===== config.mk =====
export PLATFORM = sky130hd
export DESIGN_NAME = lsab_sections
export DESIGN_NICKNAME = d
export VERILOG_FILES = /design/src/logic/dram_pkg.sv /design/src/logic/lsab_pkg.sv /design/src/logic/lsab_sections.sv
export VERILOG_INCLUDE_DIRS = /design/src /design/src/include
export SDC_FILE = /design/constraint.sdc
export NUM_CORES = 2
export LEC_CHECK = 0
export BUFFER_PORTS_ARGS = -buffer_cell sky130_fd_sc_hd__buf_2
export CORE_MARGIN = 4
export CORE_UTILIZATION = 57
export CTS_BUF_LIST = sky130_fd_sc_hd__clkbuf_16
export CTS_CLUSTER_DIAMETER = 150
export CTS_CLUSTER_SIZE = 40
export DETAILED_ROUTE_END_ITERATION = 6
export GPL_TIMING_DRIVEN = 0
export PLACE_DENSITY = 0.76
export SKIP_LAST_GASP = 1
export SYNTH_ARGS = -nofsm -noshare
export SYNTH_HDL_FRONTEND = slang
export SYNTH_SLANG_ARGS = --single-unit

===== constraint.sdc =====
create_clock -name CLK -period 3.9 [get_ports CLK]
set_input_delay 0.78 -clock CLK [delete_from_list [all_inputs] [get_ports CLK]]
set_output_delay 0.78 -clock CLK [all_outputs]
set_load 0.03 [all_outputs]

===== src/include/mover_cfg.svh =====
// block mover configuration
`ifndef MOVER_CFG_SVH
`define MOVER_CFG_SVH

// ------------------------------
// DRAM read path
// ------------------------------

// address to data, in cycles; must be at least 2
`define MOVER_READ_LATENCY 4

// ------------------------------
// line buffer
// ------------------------------

`define MOVER_SECTION_DEPTH 32  // words per section, power of two
`define MOVER_FULL_SLACK 8      // free words left when full rises

// ------------------------------
// testbench
// ------------------------------

`define MOVER_TB_MARGIN 200     // extra cycles before timeout

`endif


===== src/logic/dram_pkg.sv =====
// DRAM side types

package dram_pkg;

  // ------------------------------
  // addressing and data
  // ------------------------------

  typedef logic [11:0] dram_addr_t;  // word address, 4096 words
  typedef logic [15:0] dram_word_t;  // one data word

  // ------------------------------
  // block lengths
  // ------------------------------

  // requested words of a block, and words sent to the buffer
  typedef logic [4:0] block_len_t;

endpackage


===== src/logic/lsab_pkg.sv =====
// line buffer side types

`include "mover_cfg.svh"

package lsab_pkg;

  // ------------------------------
  // buffer sections
  // ------------------------------

  typedef logic [1:0] section_t;  // one of four sections

  // fill level, one bit wider than the pointers so full fits
  typedef logic [$clog2(`MOVER_SECTION_DEPTH):0] lsab_level_t;

  // ------------------------------
  // fetch engine
  // ------------------------------

  typedef enum logic
  {
    fetch_idle,    // waiting for issue, or draining the pipeline
    fetch_stream   // putting out addresses
  } fetch_state_t;

endpackage


===== src/logic/lsab_sections.sv =====
// sectioned line buffer

`include "mover_cfg.svh"

module lsab_sections
  import dram_pkg::*, lsab_pkg::*;
(
  input  logic       CLK,
  input  logic       RST,
  input  logic       lsab_write,
  input  section_t   lsab_section,
  input  dram_word_t mem_data,
  input  logic       rd,
  input  section_t   rd_section,
  output dram_word_t rd_data,
  output logic       rd_empty,
  output logic [3:0] section_full
);

  // pointers wrap on their own since the depth is a power of two
  typedef logic [$clog2(`MOVER_SECTION_DEPTH) - 1:0] ptr_t;

  // ------------------------------
  // per section state
  // ------------------------------

  dram_word_t  sect_mem [4][`MOVER_SECTION_DEPTH];
  ptr_t        wr_ptr [4];
  ptr_t        rd_ptr [4];
  lsab_level_t level [4];

  logic [3:0]  do_wr;  // write strobe per section
  logic [3:0]  do_rd;  // pop strobe per section

  always_comb
  begin
    for (int s = 0; s < 4; s++)
    begin
      do_wr[s] = lsab_write && lsab_section == section_t'(s) &&
                 level[s] != lsab_level_t'(`MOVER_SECTION_DEPTH);
      do_rd[s] = rd && rd_section == section_t'(s) && level[s] != '0;

      // raised early so the words in flight still fit
      section_full[s] = level[s] >=
                        lsab_level_t'(`MOVER_SECTION_DEPTH - `MOVER_FULL_SLACK);
    end
  end

  // ------------------------------
  // storage
  // ------------------------------

  always_ff @(posedge CLK)
  begin
    if (do_wr[lsab_section])
      sect_mem[lsab_section][wr_ptr[lsab_section]] <= mem_data;
  end

  // ------------------------------
  // pointers and levels
  // ------------------------------

  always_ff @(posedge CLK)
  begin
    if (!RST)
    begin
      for (int s = 0; s < 4; s++)
      begin
        wr_ptr[s] <= '0;
        rd_ptr[s] <= '0;
        level[s]  <= '0;
      end
    end
    else
    begin
      for (int s = 0; s < 4; s++)
      begin
        if (do_wr[s])
          wr_ptr[s] <= wr_ptr[s] + 1'b1;
        if (do_rd[s])
          rd_ptr[s] <= rd_ptr[s] + 1'b1;

        case ({do_wr[s], do_rd[s]})
          2'b10:   level[s] <= level[s] + 1'b1;
          2'b01:   level[s] <= level[s] - 1'b1;
          default: level[s] <= level[s];  // idle, or write and pop together
        endcase
      end
    end
  end

  // ------------------------------
  // read port
  // ------------------------------

  // head word shows before the pop
  assign rd_data  = sect_mem[rd_section][rd_ptr[rd_section]];
  assign rd_empty = level[rd_section] == '0;

  // ------------------------------
  // checks
  // ------------------------------

  // the slack must absorb every word still in the read pipeline
  a_no_overflow: assert property (@(posedge CLK) disable iff (!RST)
    lsab_write |-> level[lsab_section] != lsab_level_t'(`MOVER_SECTION_DEPTH));

  // the outside reader pops only what is there
  a_no_underflow: assert property (@(posedge CLK) disable iff (!RST)
    rd |-> level[rd_section] != '0);

endmodule


==> impl_metrics.ini <==
[cells_and_area]
final_nets = 4431
stdcell_count = 6297
syn_to_final_growth_pct = 12.1
final_util = 0.646
layout-drive-gt1-share = 0.307

[drt]
num_vias = 43500
first_pass_iters = 6
antenna_left = 0
via_per_inst = 6.91
drt_iter0_markers = 7683
drt-total-wl_um = 222000
avgRoutedWirePerCell_um = 35.3
drc = 0

[setup_path]
start_kind = flip-flop
worstPathArrival_ps = 3730
crit_required_ps = 3120
reg2reg_depth = 9
cp-end-kind = output port
critPathKind = flip-flop to output port
path_max_fanout = 7

[global_routing]
grtUsageMet3 = 0.0852
grt_pass1_vias = 42400
grt_antenna_before_repair = 14
met2_usage = 0.441
grt_overflow_total = 0
grt_pass1_wl_um = 315000
grt-busiest-layer = met2
use_met1 = 0.417
grt_max_degree = 97
grt_use_total = 0.294

[power_and_ir_drop]
p_per_area_mw_per_mm2 = 413
leakage_uw = 0.0285
p_total_uw = 38400
ir_worst_vdd_mv = 0.384

[sta]
fmax_mhz = 222
skew_ps = 38.8
hold_ws_ps = 405
setup_viol = 16
worst_pin_slew_ps = 1180
fin_tns_setup_ps = -8300
hold_viol = 0
rsz0062_at_grt = yes
final_max_slew_viol_count = 0
period_minus_slack_ps = 4510
period_share = 1.16
maxSlewHeadroom = 0.215
timing.final.ws_setup_ps = -612

[synthesis]
synth_top_cell_by_area = edfxtp_1
postSynthNetCount = 4151
yosysTopAreaCellShare = 0.765
ys_ff_latch = 2112
ys_seq_area_frac = 0.765
synthFlopType = edfxtp_1
synth_edf_count = 2112
avgSynthCellArea_um2 = 20.2
yosysUniqueCellTypes = 52
ys_warn_count = 0
synth_area_leaders = edfxtp_1 (76%), mux4_2 (14%), nand2_1 (2.1%), nor2_1 (0.91%), nand3_1 (0.84%)
syn_area_mm2 = 0.0829
async_flop_share = 0
netlist_instances = 4106

[clocking]
worstSkewPairLatency_ps = 750
clock-sinks = 2112
clockRootBuffer = clkbuf_16
cts_buffer_depth = 3
htreeDepth = 2
cts-buffers-inserted = 58
cts_hold_buf = 0
clk_pin_slew_ps = 140
cts_tree = yes

[run_status]
status = complete, but fails checks
violations = setup timing

[floorplan]
die_w_um = 389
initial_core_util = 0.576
die-area_mm2 = 0.152
core_area_mm2 = 0.144
io_pins = 45
rows = 139
die_y_um = 389

[placed_design]
post-place-cells = 6174
port-buffer-count = 42
hpwlAfterDp_um = 144000
place.gp.congestion = 0.999

[hold_path]
hold_depth = 1
hp-class = input port to flip-flop

[flow_run]
drv_cap = 0
## metrics by stage
step           instance area (um^2)  setup slack [ps]
2_1_floorplan                 82900               213
3_3_place_gp                  85500             -1520
3_5_place_dp                  87900             -1550
4_1_cts                       92500              -429
5_1_grt                       93000              -659
6_report                      93000              -612
## cells by family after synthesis
logic type                 Yosys count  share of synthesized area
DFF                               2112                      0.765
and+or+nand+nor                    960                     0.0503
muxes                              560                      0.146
buffers and inverters              245                     0.0160
AOI/OAI and AO/OA                  167                     0.0148
xor gates and xnor gates            41                    0.00433
adders and majority gates           21                    0.00317
## cell usage after synthesis, types with 2 or more instances
master and instances:
edfxtp_1 2112, mux4_2 522, nand2_1 465, nor2_1 201, nand3_1 139, buf_2 91, nand4_1 67, buf_4 59
clkbuf_1 49, mux2i_1 35, nor2b_1 34, a211oi_1 32, a311oi_1 32, a31oi_1 30, xor2_1 23, o21ai_0 22
ha_1 21, inv_1 19, xnor2_1 18, a32oi_1 17, buf_1 17, and3_1 12, buf_6 10, nand2b_1 10
or3_1 8, a21oi_1 7, nor3_1 7, and2_1 4, a21boi_0 3, nor3b_1 3, nor4_1 3, o21ai_1 3
o22ai_1 3, o31ai_1 3, a221oi_1 2, a221oi_2 2, a22o_1 2, a41oi_1 2, mux2_2 2, o41ai_1 2
or4_1 2
## what timing repair did
| action | 4_1_cts | 5_1_grt |
|---|---|---|
| gates cloned | 3 | 2 |
| setup buffers | 42 | 12 |
| resized for setup | 542 | 93 |
| pin swaps | 71 | 46 |
| endpoints found under the setup margin | 129 | 242 |
## state kept, by name, indices dropped and copies added, names as in the netlist
signal    flops
sect_mem   2048
wr_ptr       20
level        24
rd_ptr       20
## critical path: stages, from the launching register on
cell and delay (ps):
edfxtp_1 440, mux4_2 510, buf_12 170, buf_12 150
buf_16 160, a211oi_4 380, a311oi_4 160, o21ai_2 330
nand4_1 390, buf_6 280
## area by class of cell
class	instances	area, um^2
sequential	2112	63400
fill	9088	51000
multi-input combinational	1749	20700
timing repair buffer	222	3000
tap	1903	2380
buffer	224	1920
clock buffer	59	1480
inverter	19	71.3
clock inverter	2	17.5
antenna	7	17.5
## layer usage
metal	vias to the layer above	part of all wire
li1	17100	-
met1	22800	0.36
met2	3197	0.46
met3	414	0.14
met4	8	0.043
met5	-	0.00021
## worst paths after layout
path	slack (ps)	from	endpoint
setup reg to reg	80	level[3][0]	sect_mem[0][135]
setup / recovery	-610	rd_ptr[1][0]	rd_data[1]
hold reg to reg	640	wr_ptr[1][0]	wr_ptr[1][0]
hold / removal	400	mem_data[2]	sect_mem[0][402]
## report_power, final
group | total, uW | internal [uW] | leakage [uW] | switching [uW]
Combinational | 4340 | 1480 | 0.00867 | 2860
Clock | 8900 | 2760 | 0.000736 | 6140
Sequential | 25100 | 25100 | 0.0191 | 67.1
Total | 38400 | 29300 | 0.0285 | 9070
## layout by cell type, fill, tap and decap left out, types with 24 or more instances in the layout
master,instances
nand4_1,67
buf_6,65
mux4_2,522
buf_8,117
edfxtp_1,2112
a311oi_4,26
buf_2,62
a31oi_4,24
nor2_1,70
buf_4,113
a211oi_4,25
nand2_1,453
nor2_2,109
nand3_1,107
clkbuf_16,62
(Power assumes the default switching activity.)
