[src/include/mover_cfg.svh]
// block mover configuration
`ifndef MOVER_CFG_SVH
`define MOVER_CFG_SVH

// ------------------------------
// DRAM read path
// ------------------------------

// address to data, in cycles; must be at least 2
`define MOVER_READ_LATENCY 4

// ------------------------------
// line buffer
// ------------------------------

`define MOVER_SECTION_DEPTH 32  // words per section, power of two
`define MOVER_FULL_SLACK 8      // free words left when full rises

// ------------------------------
// testbench
// ------------------------------

`define MOVER_TB_MARGIN 200     // extra cycles before timeout

`endif

[src/logic/dram_pkg.sv]
// DRAM side types

package dram_pkg;

  // ------------------------------
  // addressing and data
  // ------------------------------

  typedef logic [11:0] dram_addr_t;  // word address, 4096 words
  typedef logic [15:0] dram_word_t;  // one data word

  // ------------------------------
  // block lengths
  // ------------------------------

  // requested words of a block, and words sent to the buffer
  typedef logic [4:0] block_len_t;

endpackage

[src/logic/lsab_pkg.sv]
// line buffer side types

`include "mover_cfg.svh"

package lsab_pkg;

  // ------------------------------
  // buffer sections
  // ------------------------------

  typedef logic [1:0] section_t;  // one of four sections

  // fill level, one bit wider than the pointers so full fits
  typedef logic [$clog2(`MOVER_SECTION_DEPTH):0] lsab_level_t;

  // ------------------------------
  // fetch engine
  // ------------------------------

  typedef enum logic
  {
    fetch_idle,    // waiting for issue, or draining the pipeline
    fetch_stream   // putting out addresses
  } fetch_state_t;

endpackage

[src/logic/block_fetch.sv]
// block fetch engine

`include "mover_cfg.svh"

module block_fetch
  import dram_pkg::*, lsab_pkg::*;
(
  input  logic         CLK,
  input  logic         RST,
  input  dram_addr_t   start_address,
  input  block_len_t   count_req,
  input  section_t     section,
  input  logic         issue,
  input  logic [3:0]   section_full,
  output dram_addr_t   mem_address,
  output logic         mem_request,
  output logic         lsab_write,
  output section_t     lsab_section,
  output block_len_t   count_sent,
  output logic         busy
);

  typedef logic [$bits(block_len_t):0] words_t;  // wide enough for a rounded length of 32
  typedef logic [$clog2(`MOVER_READ_LATENCY + 2) - 1:0] delay_t;

  // ------------------------------
  // issue decode
  // ------------------------------

  fetch_state_t state;
  words_t       fetch_len;   // rounded out to even pairs
  words_t       words_left;  // addresses still to put out
  delay_t       open_cnt;    // cycles until the first write
  delay_t       close_cnt;   // cycles until the last write ends
  logic         take;
  logic         start_ok;
  logic         stream_end;

  assign take = issue && !busy;

  assign fetch_len = (words_t'(count_req) + words_t'(start_address[0]) + words_t'(1)) &
                     ~words_t'(1);

  // nothing to fetch, or the target section is already full
  assign start_ok = fetch_len != '0 && !section_full[section];

  assign stream_end = words_left == words_t'(1) || section_full[lsab_section];

  // ------------------------------
  // address stream
  // ------------------------------

  always_ff @(posedge CLK)
  begin
    if (!RST)
    begin
      state        <= fetch_idle;
      mem_address  <= '0;
      mem_request  <= 1'b0;
      words_left   <= '0;
      lsab_section <= '0;
    end
    else
    begin
      case (state)
        fetch_idle:
        begin
          if (take)
          begin
            mem_address  <= start_address & ~dram_addr_t'(1);
            words_left   <= fetch_len;
            lsab_section <= section;
            if (start_ok)
            begin
              state       <= fetch_stream;
              mem_request <= 1'b1;
            end
          end
        end
        fetch_stream:
        begin
          mem_address <= mem_address + 1'b1;
          words_left  <= words_left - 1'b1;
          if (stream_end)  // last pair out, or back-pressure
          begin
            state       <= fetch_idle;
            mem_request <= 1'b0;
          end
        end
      endcase
    end
  end

  // ------------------------------
  // write window
  // ------------------------------

  always_ff @(posedge CLK)
  begin
    if (!RST)
    begin
      busy       <= 1'b0;
      lsab_write <= 1'b0;
      open_cnt   <= '0;
      close_cnt  <= '0;
      count_sent <= '0;
    end
    else if (take)
    begin
      busy       <= 1'b1;
      count_sent <= '0;
      open_cnt   <= delay_t'(`MOVER_READ_LATENCY) + delay_t'(start_address[0]);  // odd skips one
      close_cnt  <= start_ok ? '0 : delay_t'(`MOVER_READ_LATENCY);
    end
    else
    begin
      if (lsab_write)
        count_sent <= count_sent + 1'b1;

      if (state == fetch_stream && stream_end)
        close_cnt <= delay_t'(`MOVER_READ_LATENCY);  // last address just left
      else if (close_cnt != '0)
        close_cnt <= close_cnt - 1'b1;

      if (open_cnt != '0)
        open_cnt <= open_cnt - 1'b1;

      if (close_cnt == delay_t'(1))
      begin
        busy       <= 1'b0;
        lsab_write <= 1'b0;
        open_cnt   <= '0;  // a short block never opens
      end
      else if (open_cnt == delay_t'(1))
        lsab_write <= 1'b1;
    end
  end

  // ------------------------------
  // checks
  // ------------------------------

  // a write window never opens into a full section
  a_no_write_into_full: assert property (@(posedge CLK) disable iff (!RST)
    $rose(lsab_write) |-> !section_full[lsab_section]);

  // addresses go out only while streaming
  a_request_in_stream: assert property (@(posedge CLK) disable iff (!RST)
    mem_request |-> state == fetch_stream);

endmodule

[config.mk]
export PLATFORM = sky130hd
export DESIGN_NAME = block_fetch
export DESIGN_NICKNAME = d
export VERILOG_FILES = /design/src/logic/dram_pkg.sv /design/src/logic/lsab_pkg.sv /design/src/logic/block_fetch.sv
export VERILOG_INCLUDE_DIRS = /design/src /design/src/include
export SDC_FILE = /design/constraint.sdc
export NUM_CORES = 1
export LEC_CHECK = 0
export ABC_AREA = 1
export BUFFER_PORTS_ARGS = -buffer_cell sky130_fd_sc_hd__buf_2
export CORE_UTILIZATION = 49
export DETAILED_ROUTE_END_ITERATION = 12
export PLACE_DENSITY = 0.73
export SLEW_MARGIN = 0
export SYNTH_ARGS = -nofsm -noshare
export SYNTH_HDL_FRONTEND = slang
export SYNTH_SLANG_ARGS = --single-unit
[constraint.sdc]
create_clock -name CLK -period 1.5 [get_ports CLK]
set_input_delay 0.3 -clock CLK [delete_from_list [all_inputs] [get_ports CLK]]
set_output_delay 0.3 -clock CLK [all_outputs]
set_load 0.05 [all_outputs]
==> run metrics, run 1 <==
P_int=1900 µW; placed cell count=397; Distinct cells, synth=32; sw frac=0.374; Slew headroom=0.789; total clock sinks=35; highest clock rate=735 MHz; Setup WS post-layout=about 0.14 ns; area leader, netlist=dfxtp_1; Congestion Overflow GR=0; top cells by area, synth=dfxtp_1 34%, nand2_1 13%, inv_1 7.6%, ha_1 6.6%, a21oi_1 5.1%; CTS buffer count=5; final setup vio count=0; drt initial violations=roughly 130; Cells after Synth=300; Fill cells=between 300 and 400; I/O pin cnt=48; outcome=finished, final reports clean; CTS max path bufs=2; Area Growth Syn to Fin=20.3%; Worst path slowest cell=dfxtp_1; vias per cell=between 5 and 6; endpoint class of the critical path=output port; Crit path required time=around 1.2 ns; final WL=4.41 mm; #FFs+latches synth=35; DRC viols=0; Worst Path Buf+Inv=1; top-area cell type share of the netlist area=0.338; Crit path largest cell delay=roughly 0.45 ns; DP Worst Slack=-0.0331 ns; die height=67.1 µm; GRT Total Usage=0.221; Starting Density=0.515; RD Place Congestion=between 0.8 and 0.9; Leakage=0.00120 µW; logic gate share of total power=0.328; drt pass-1 iters=4; Max IR drop VDD=around 860 µV; CTS tree=done; Max-cap violations=0; worst-margin pin slew=approximately 0.31 ns; initial antenna violation count=0; count of input and output buffers=47; Post-CTS Setup Repair Bufs=0; Post-Syn Nets=337; RSZ-0062 raised after global routing=false; skew final=a little over 0.008 ns; Die ar.=about 0.0045 mm²; CP Data Arrival Time=about 1.1 ns; clock power share=0.287; min cycle time layout=between 1 and 1.5 ns; largest net degree at the start of global routing=18; post-synthesis cell area=~0.0021 mm²; Pins Over Slew Limit=0; clock-pin transition on the worst setup and hold timing paths=~0.080 ns; vias in the first global route=around 1800; kind of critical path=reg -> out; Reg power frac=0.385; sequential area share after synthesis=0.338; Crit path max-delay family=flip-flops; worst hold-check path type=in -> reg; Hold Buf Count CTS=0; hpwl dp=between 3 and 4 mm; Layout Cells excl Fill=405; H-tree levels=2; worst-path cell chain=buf_2; worst skew pair latency=0.30 ns; Final TNS setup=0 ns; Crit Path Max Fanout=7; endpoints failing hold=0; Chip Width=~67 µm; CORE AREA=0.00403 mm²; global-route wire length before repair=between 7 and 8 mm; syn_area_per_cell=approximately 7 µm²; Final ANT Viol Nets=0; layout cells sized above 1=0.245; warnings from Yosys=0; post_cts resized=0; Avg WL per Cell=roughly 11 µm; fin area=roughly 0.0025 mm²; Site Rows=23; CTS Root Cell=clkbuf_8; Ant. Diodes=0; sw power=between 1000 and 1500 µW; Post-Place Cell Area=around 0.0024 mm²; fin crit share=0.907; Startpoint Class=flop; detailed-route via count=2041; Nets=between 300 and 400; P per Cell Area=~1200 mW/mm²
power groups by stage:
stage	Sequential, µW	Combinational (µW)	Clock (µW)
final	1170	995	869
after global routing	1190	1130	915
after CTS	1170	1000	873
after detailed placement	1190	993	0
after global placement	1190	980	0
after floorplan	1350	598	0
flip-flops by register name (all words and copies together) (netlist names):
name	count
busy	1
open_cnt	3
lsab_write	1
mem_request	1
words_left	6
lsab_section	2
state	1
mem_address	12
close_cnt	3
count_sent	5
worst min-delay path, cell delays in order:
cell and delay (ns):
buf_2 0.09, nand2_1 0.05, a31oi_1 0.07
final cells by class:
cell class,instances,area [µm²],area share
Tap cell,50,62.6,0.0251
Clock buffer,5,68.8,0.0276
Timing Repair Buffer,53,293,0.117
Clock inverter,3,43.8,0.0175
Inverter,50,189,0.0757
Sequential cell,35,706,0.283
Multi-Input combinational cell,209,1130,0.454
path summary, 6_finish.rpt:
check | startpoint | to | slack, ns | cells after the start
setup / recovery | lsab_write | lsab_write | 0.14 | 1
hold / removal | start_address[1] | mem_address[1] | 0.25 | 3
setup reg to reg | mem_address[0] | mem_address[8] | 0.16 | 8
hold reg to reg | count_sent[4] | count_sent[4] | 0.44 | 1
cells by family (layout without fill, tap and decap cells):
logic type	count (synthesis)	after routing	share of synthesized area
and+or+nand+nor	130	130	0.290
adders and majority gates	11	11	0.0663
muxes	1	1	0.00483
xor gates and xnor gates	4	4	0.0169
DFF	35	35	0.338
buffers and inverters	56	111	0.116
AOI/OAI and AO/OA	63	63	0.168
metal layers:
metal	routed length, µm	part of all wire	vias up	global-route usage
met5	0	0	-	0
met4	85	0.019	0	0.0957
met3	241	0.055	9	0.0479
met2	1940	0.44	61	0.350
met1	2140	0.49	884	0.283
li1	-	-	1087	-
layout by cell type (no fill, tap or decap), types with 2 or more instances in the layout:
master,n
nand2_1,71
buf_2,47
inv_1,42
dfxtp_1,31
a21oi_1,21
o21ai_0,20
nor2_1,18
nand3_1,14
ha_1,11
a31oi_1,10
nand4_1,7
inv_2,6
clkbuf_8,5
buf_4,5
nand2_2,4
o21ai_1,4
xor2_1,4
nor3_1,4
dfxtp_2,4
nor2_4,3
nand3_2,3
o211ai_1,3
clkinv_2,2
nand3b_1,2
or2_2,2
a211oi_1,2
Yosys cell counts:
cell type / n
buf_6: 3
nand2_4: 1
nand2_1: 71
o221ai_1: 1
o22ai_1: 1
nand3_2: 3
dfxtp_1: 35
clkinv_1: 1
nor2_4: 3
inv_1: 42
o211ai_1: 3
o21ai_1: 4
nand2_2: 4
xor2_1: 4
nand4_1: 7
a31oi_1: 10
nand3b_1: 2
nor2_1: 18
buf_2: 2
a211oi_1: 2
or2_2: 2
inv_2: 6
a21oi_2: 1
o21ai_0: 20
ha_1: 11
clkinv_2: 1
a21oi_1: 21
nor3_1: 4
mux2i_1: 1
buf_4: 1
nor2_2: 1
nand3_1: 14
through the flow:
stage / hold WS, ns / util / total power, µW
5_1_grt: 0.252 / 0.620 / 3230
3_3_place_gp: 0.435 / 0.592 / 2170
4_1_cts: 0.252 / 0.620 / 3040
3_5_place_dp: 0.440 / 0.592 / 2180
2_1_floorplan: 0.447 / - / 1950
6_report: 0.252 / 0.620 / 3030
(Power assumes the default switching activity.)
==> run 2: changes to the inputs <==
ABC_AREA = not set   (was 1)
PLACE_DENSITY = 0.74   (was 0.73)
clock period = 1.4 ns   (was 1.5 ns; I/O delays follow)
==> run 2 against run 1 <==
The flow now finishes with violations (setup timing). Combinational power increased by 12%. Final cell count decreased by 17%. Utilization increased by 15 points. Hold slack got worse by 0.022 ns. Largest power group unchanged.
==> run metrics, run 2 <==
outcome=complete, but fails checks; violated checks=setup timing; Final TNS setup=-0.660 ns; most frequent cells in the layout=47 x buf_2, 32 x buf_4, 22 x dfxtp_1; CTS max path bufs=2; cell with the most instances after synthesis=dfxtp_1; sequential area share after synthesis=0.380; Synth Area in Simple Gates=0.218; CP Data Arrival Time=1.82 ns; Startpoint Class=flop; syn_area_per_cell=between 8 and 9 µm²; detailed-route via count=around 1800; Max IR drop VDD=slightly above 800 µV; Max-cap violations=0; skew final=around 0.0068 ns; Top reg by flops=mem_address; post-synthesis cell area=~0.0018 mm²; kind of critical path=reg -> reg; Synth Area in XOR/XNOR=0.0428; vias per cell=between 5 and 6; endpoints failing hold=0; commonest non-fill, non-tap cell in the layout=buf_2; Worst path slowest cell=or4b_4; CORE AREA=about 0.0035 mm²; hpwl dp=between 3 and 4 mm; Die ar.=~0.004 mm²; RD Place Congestion=about 0.8; Leakage=around 0.0012 µW; clock-pin transition on the worst setup and hold timing paths=about 0.07 ns; drt initial violations=81; complex-gate fraction of the synthesized area=0.179; Post-Syn Nets=246; Setup WS post-layout=-0.193 ns; Chip Width=63.3 µm; count of input and output buffers=47; die height=about 63 µm; Hold Buf Count CTS=0; final setup vio count=8; layout cells sized above 1=0.467; top-area cell type share of the netlist area=0.380; vias in the first global route=about 1700; largest net degree at the start of global routing=15; total clock sinks=35; Crit Path Max Fanout=2; Nets=approximately 330; CTS Root Cell=clkbuf_8; endpoint class of the critical path=flop; area leader, netlist=dfxtp_1; worst skew pair latency=about 0.29 ns; H-tree levels=2; Layout Cells excl Fill=roughly 340; Distinct cells, synth=41; Fill cells=259; synth cell count leaders=35 x dfxtp_1, 21 x nor2_1, 15 x nand2_1; drt pass-1 iters=4; CTS tree=done; placed cell count=326; hold_ws=approximately 0.23 ns; Crit path largest cell delay=roughly 0.53 ns; Synth Area in Adders=0.0747; number of synthesized flops with an enable pin=0; RSZ-0062 raised after global routing=true; GRT Total Usage=0.245; Ant. Diodes=0; post-synthesis mux area share=0.0638; worst-path cell chain=or4b_4 > or3_4 > o32a_1 > a21oi_2; top cells by area, synth=dfxtp_1 38%, ha_1 7.5%, nor2_1 4.3%, a211oi_1 3.7%, nand2_1 3.1%; P per Cell Area=approximately 1200 mW/mm²; highest clock rate=628 MHz; Cells after Synth=209; Final ANT Viol Nets=0; Starting Density=0.531; Top Registers=mem_address x12, words_left x6, count_sent x5; max reg flops=12; Crit path required time=between 1.5 and 2 ns; Congestion Overflow GR=0; DRC viols=0; Async SR Flop Fraction=0; Slew headroom=0.765; Site Rows=21; initial antenna violation count=0; Synth Flop Type=dfxtp_1; CTS buffer count=5; Area Growth Syn to Fin=44.8%; min cycle time layout=1.59 ns; largest family of logic cells by synthesized area=simple AND/OR/NAND/NOR gates; Avg WL per Cell=14.3 µm; worst hold-check path type=in -> reg; final WL=approximately 4.8 mm; worst-margin pin slew=0.353 ns; #FFs+latches synth=35; fin crit share=1.14; warnings from Yosys=0; global-route wire length before repair=roughly 8 mm; I/O pin cnt=48; Pins Over Slew Limit=0
[run 2: cell type report]
type                    instances  area (µm²)  area share
clock inverters                 2        35.0      0.0131
well taps                      46        57.6      0.0216
flip-flops and latches         35         739       0.277
clock buffers                   6        82.6      0.0309
multi-input cells             155        1210       0.454
inverters                       9        33.8      0.0127
repair buffers                 82         509       0.191
[run 2: path summary, 6_finish.rpt]
| path | from | cells after the start | endpoint | slack (ns) |
|---|---|---|---|---|
| worst min-delay path | section[1] | 3 | lsab_section[1] | 0.23 |
| worst max-delay path | words_left[0] | 4 | words_left[5] | -0.19 |
| worst min register to register | lsab_section[1] | 2 | lsab_section[1] | 0.47 |
| worst max register to register | words_left[0] | 4 | words_left[5] | -0.19 |
[run 2: routing by layer]
layer	track usage	wire length, µm
met1	0.320	2170
met2	0.416	2360
met3	0.0380	184
met4	0.0682	81
met5	0	0
[run 2: cell families after synthesis]
kind of cell             after synthesis
AO/OA/AOI/OAI                         48
XOR/XNOR                               9
adder cells (fa/ha/maj)               11
buffers and inverters                 19
flip-flops                            35
multiplexers                           9
AND/OR/NAND/NOR                       78
[run 2: stage by stage]
| step | total power, µW | setup WS (ns) | cell area, µm² | utilization |
|---|---|---|---|---|
| floorplan | 1910 | -0.163 | 1940 | - |
| global placement | 2190 | -0.144 | 2420 | 0.698 |
| detailed placement | 2200 | -0.203 | 2420 | 0.698 |
| CTS | 3200 | -0.175 | 2610 | 0.752 |
| global route | 3430 | -0.240 | 2670 | 0.769 |
| finish | 3270 | -0.193 | 2670 | 0.769 |
[run 2: repair_timing]
item,in CTS,in global routing
setup endpoints to repair,13,19
resized for setup,15,15
buffers inserted,0,2
endpoints found under the hold margin,0,0
pin swaps,5,5
[run 2: where the power goes]
part           internal, µW  leakage, µW  switching [µW]
clock                   576    0.0000612             370
sequential             1110     0.000295             104
combinational           473     0.000797             636
total                  2160      0.00115            1110
[run 2: critical path, delay by kind of cell, from the launching register on]
family,cells,cell delay (ns)
flip-flops,1,0.33
AO/OA/AOI/OAI,2,0.28
AND/OR/NAND/NOR,2,0.92
==> run 3: changes to the inputs <==
TNS_END_PERCENT = 20   (was not set)
==> run 3 against run 2 <==
The run still ends with setup timing left. Fmax down 2.6%. Utilization up 0.94 points. First-iteration DRC count up 32%. Clock-buffer cell count down 1. Sequential cell count unchanged. Clock skew down 0.0014 ns. Critical path depth unchanged. Non-clock buffer count up 6. Register-to-register slack worse by 0.04 ns. Global-route usage up 1.7 points. Sequential power about the same. Wire length up 8.1%. Critical path type unchanged.
==> run metrics, run 3 (synthesized netlist as in run 2, its figures left out) <==
Startpoint Class=flop; final WL=5.18 mm; CTS Root Cell=clkbuf_8; Reg2Reg Setup Slack=-0.24 ns; Congestion Overflow GR=0; kind of critical path=reg -> reg; Critical Path End=words_left[5]; fin area=about 0.0027 mm²; worst hold-check path type=in -> reg; hpwl dp=3.36 mm; outcome=complete, but fails checks; endpoints failing hold=0; die height=about 63 µm; Die ar.=between 0.004 and 0.005 mm²; Top Registers=mem_address x12, words_left x6, count_sent x5; endpoint class of the critical path=flop; Worst Setup SP=words_left[0]; detailed-route via count=1901; Max IR drop VDD=1030 µV; H-tree levels=2; CTS tree=done; highest clock rate=612 MHz; Area Growth Syn to Fin=46.6%; Hold Buf Count CTS=0; max reg flops=12; CP Data Arrival Time=around 1.9 ns; Pins Over Slew Limit=0; DRC viols=0; Ant. Diodes=0; Top reg by flops=mem_address; drt initial violations=approximately 110; commonest non-fill, non-tap cell in the layout=buf_2; fin crit share=1.17; total clock sinks=35; Reg2Reg Capture Point=words_left[5]; Site Rows=21; Chip Width=about 63 µm; Crit path required time=between 1.5 and 2 ns; Layout Cells excl Fill=341; drt pass-1 iters=4; Crit path largest cell delay=between 0.5 and 0.6 ns; CTS max path bufs=2; RSZ-0062 raised after global routing=true; min cycle time layout=around 1.6 ns; I/O pin cnt=48; Leakage=between 0.001 and 0.0015 µW; CTS buffer count=5; CORE AREA=~0.0035 mm²; vias in the first global route=~1800; RR Startpoint=words_left[0]; global-route wire length before repair=a little over 8 mm; violated checks=setup timing; vias per cell=around 5.6; initial antenna violation count=0; Nets=331; Fill cells=about 260; most frequent cells in the layout=46 x buf_2, 37 x buf_4, 21 x nor2_1, 21 x dfxtp_1, 15 x nand2_1; Starting Density=0.531; worst skew pair latency=a little under 0.3 ns; WP depth=4; clock-pin transition on the worst setup and hold timing paths=0.08 ns; Avg WL per Cell=~15 µm; layout cells sized above 1=0.488; fin util=0.779; final setup vio count=15; count of input and output buffers=47; Worst path slowest cell=or4b_4; R2R cell count=4; worst-margin pin slew=between 0.3 and 0.4 ns; Max-cap violations=0; Post-Place Cell Area=roughly 0.0024 mm²; RD Place Congestion=approximately 0.77; P per Cell Area=roughly 1200 mW/mm²; Worst Path Buf+Inv=0; placed cell count=327; skew final=0.00544 ns; worst-path cell chain=or4b_4 > or3_4 > o32a_1 > a21oi_2; Crit path max-delay family=simple AND/OR/NAND/NOR gates; largest net degree at the start of global routing=14; Setup WS post-layout=-0.235 ns; Slew headroom=0.791; Crit Path Max Fanout=2; GRT Total Usage=0.262; Final ANT Viol Nets=0
run 3: area by class of cell:
type | instances | area, µm² | share of cell area
multi-input cells | 155 | 1210 | 0.448
flip-flops and latches | 35 | 743 | 0.275
repair buffers | 88 | 569 | 0.211
clock buffers | 5 | 68.8 | 0.0255
well taps | 46 | 57.6 | 0.0213
inverters | 9 | 33.8 | 0.0125
clock inverters | 3 | 17.5 | 0.00648
run 3: stage by stage:
step | setup slack [ns] | TNS [ns] | hold slack, ns | total power [µW]
4_1_cts | -0.185 | -0.463 | 0.237 | 2980
5_1_grt | -0.254 | -2.24 | 0.258 | 3280
3_5_place_dp | -0.289 | -2.24 | 0.463 | 2210
2_1_floorplan | -0.163 | -1.25 | 0.406 | 1900
3_3_place_gp | -0.259 | -1.75 | 0.455 | 2180
6_report | -0.235 | -1.59 | 0.250 | 3120
run 3: worst min path at each step:
stage,from,to,slack [ns],cells past startpoint
2_1_floorplan,section[0],lsab_section[0],0.41,2
3_3_place_gp,lsab_section[1],lsab_section[1],0.45,2
3_5_place_dp,lsab_section[1],lsab_section[1],0.46,2
4_1_cts,section[1],lsab_section[1],0.24,3
5_1_grt,section[1],lsab_section[1],0.26,3
6_report,start_address[11],mem_address[11],0.25,3
run 3: routing by layer:
| metal | routed length [µm] | vias up | GRT usage |
|---|---|---|---|
| met5 | 0 | - | 0 |
| met4 | 64 | 0 | 0.0483 |
| met3 | 210 | 10 | 0.0562 |
| met2 | 2610 | 52 | 0.464 |
| met1 | 2300 | 907 | 0.324 |
| li1 | - | 932 | - |
run 3: power by group:
part           switching, µW  internal (µW)  leakage, µW  total, µW
clock network            403            349    0.0000488        752
logic                    658            492     0.000836       1150
registers                102           1110     0.000296       1210
total                   1160           1950      0.00118       3120
run 3: what timing repair did:
item | CTS | global route
pin swaps | 3 | 8
resized for setup | 14 | 26
setup endpoints to repair | 16 | 16
buffers inserted | 3 | 3
run 3: worst register-to-register path, stage by stage (launching register included):
cell and delay [ns]:
dfxtp_2 0.33, or4b_4 0.53, or3_4 0.38, o32a_1 0.20, a21oi_2 0.14
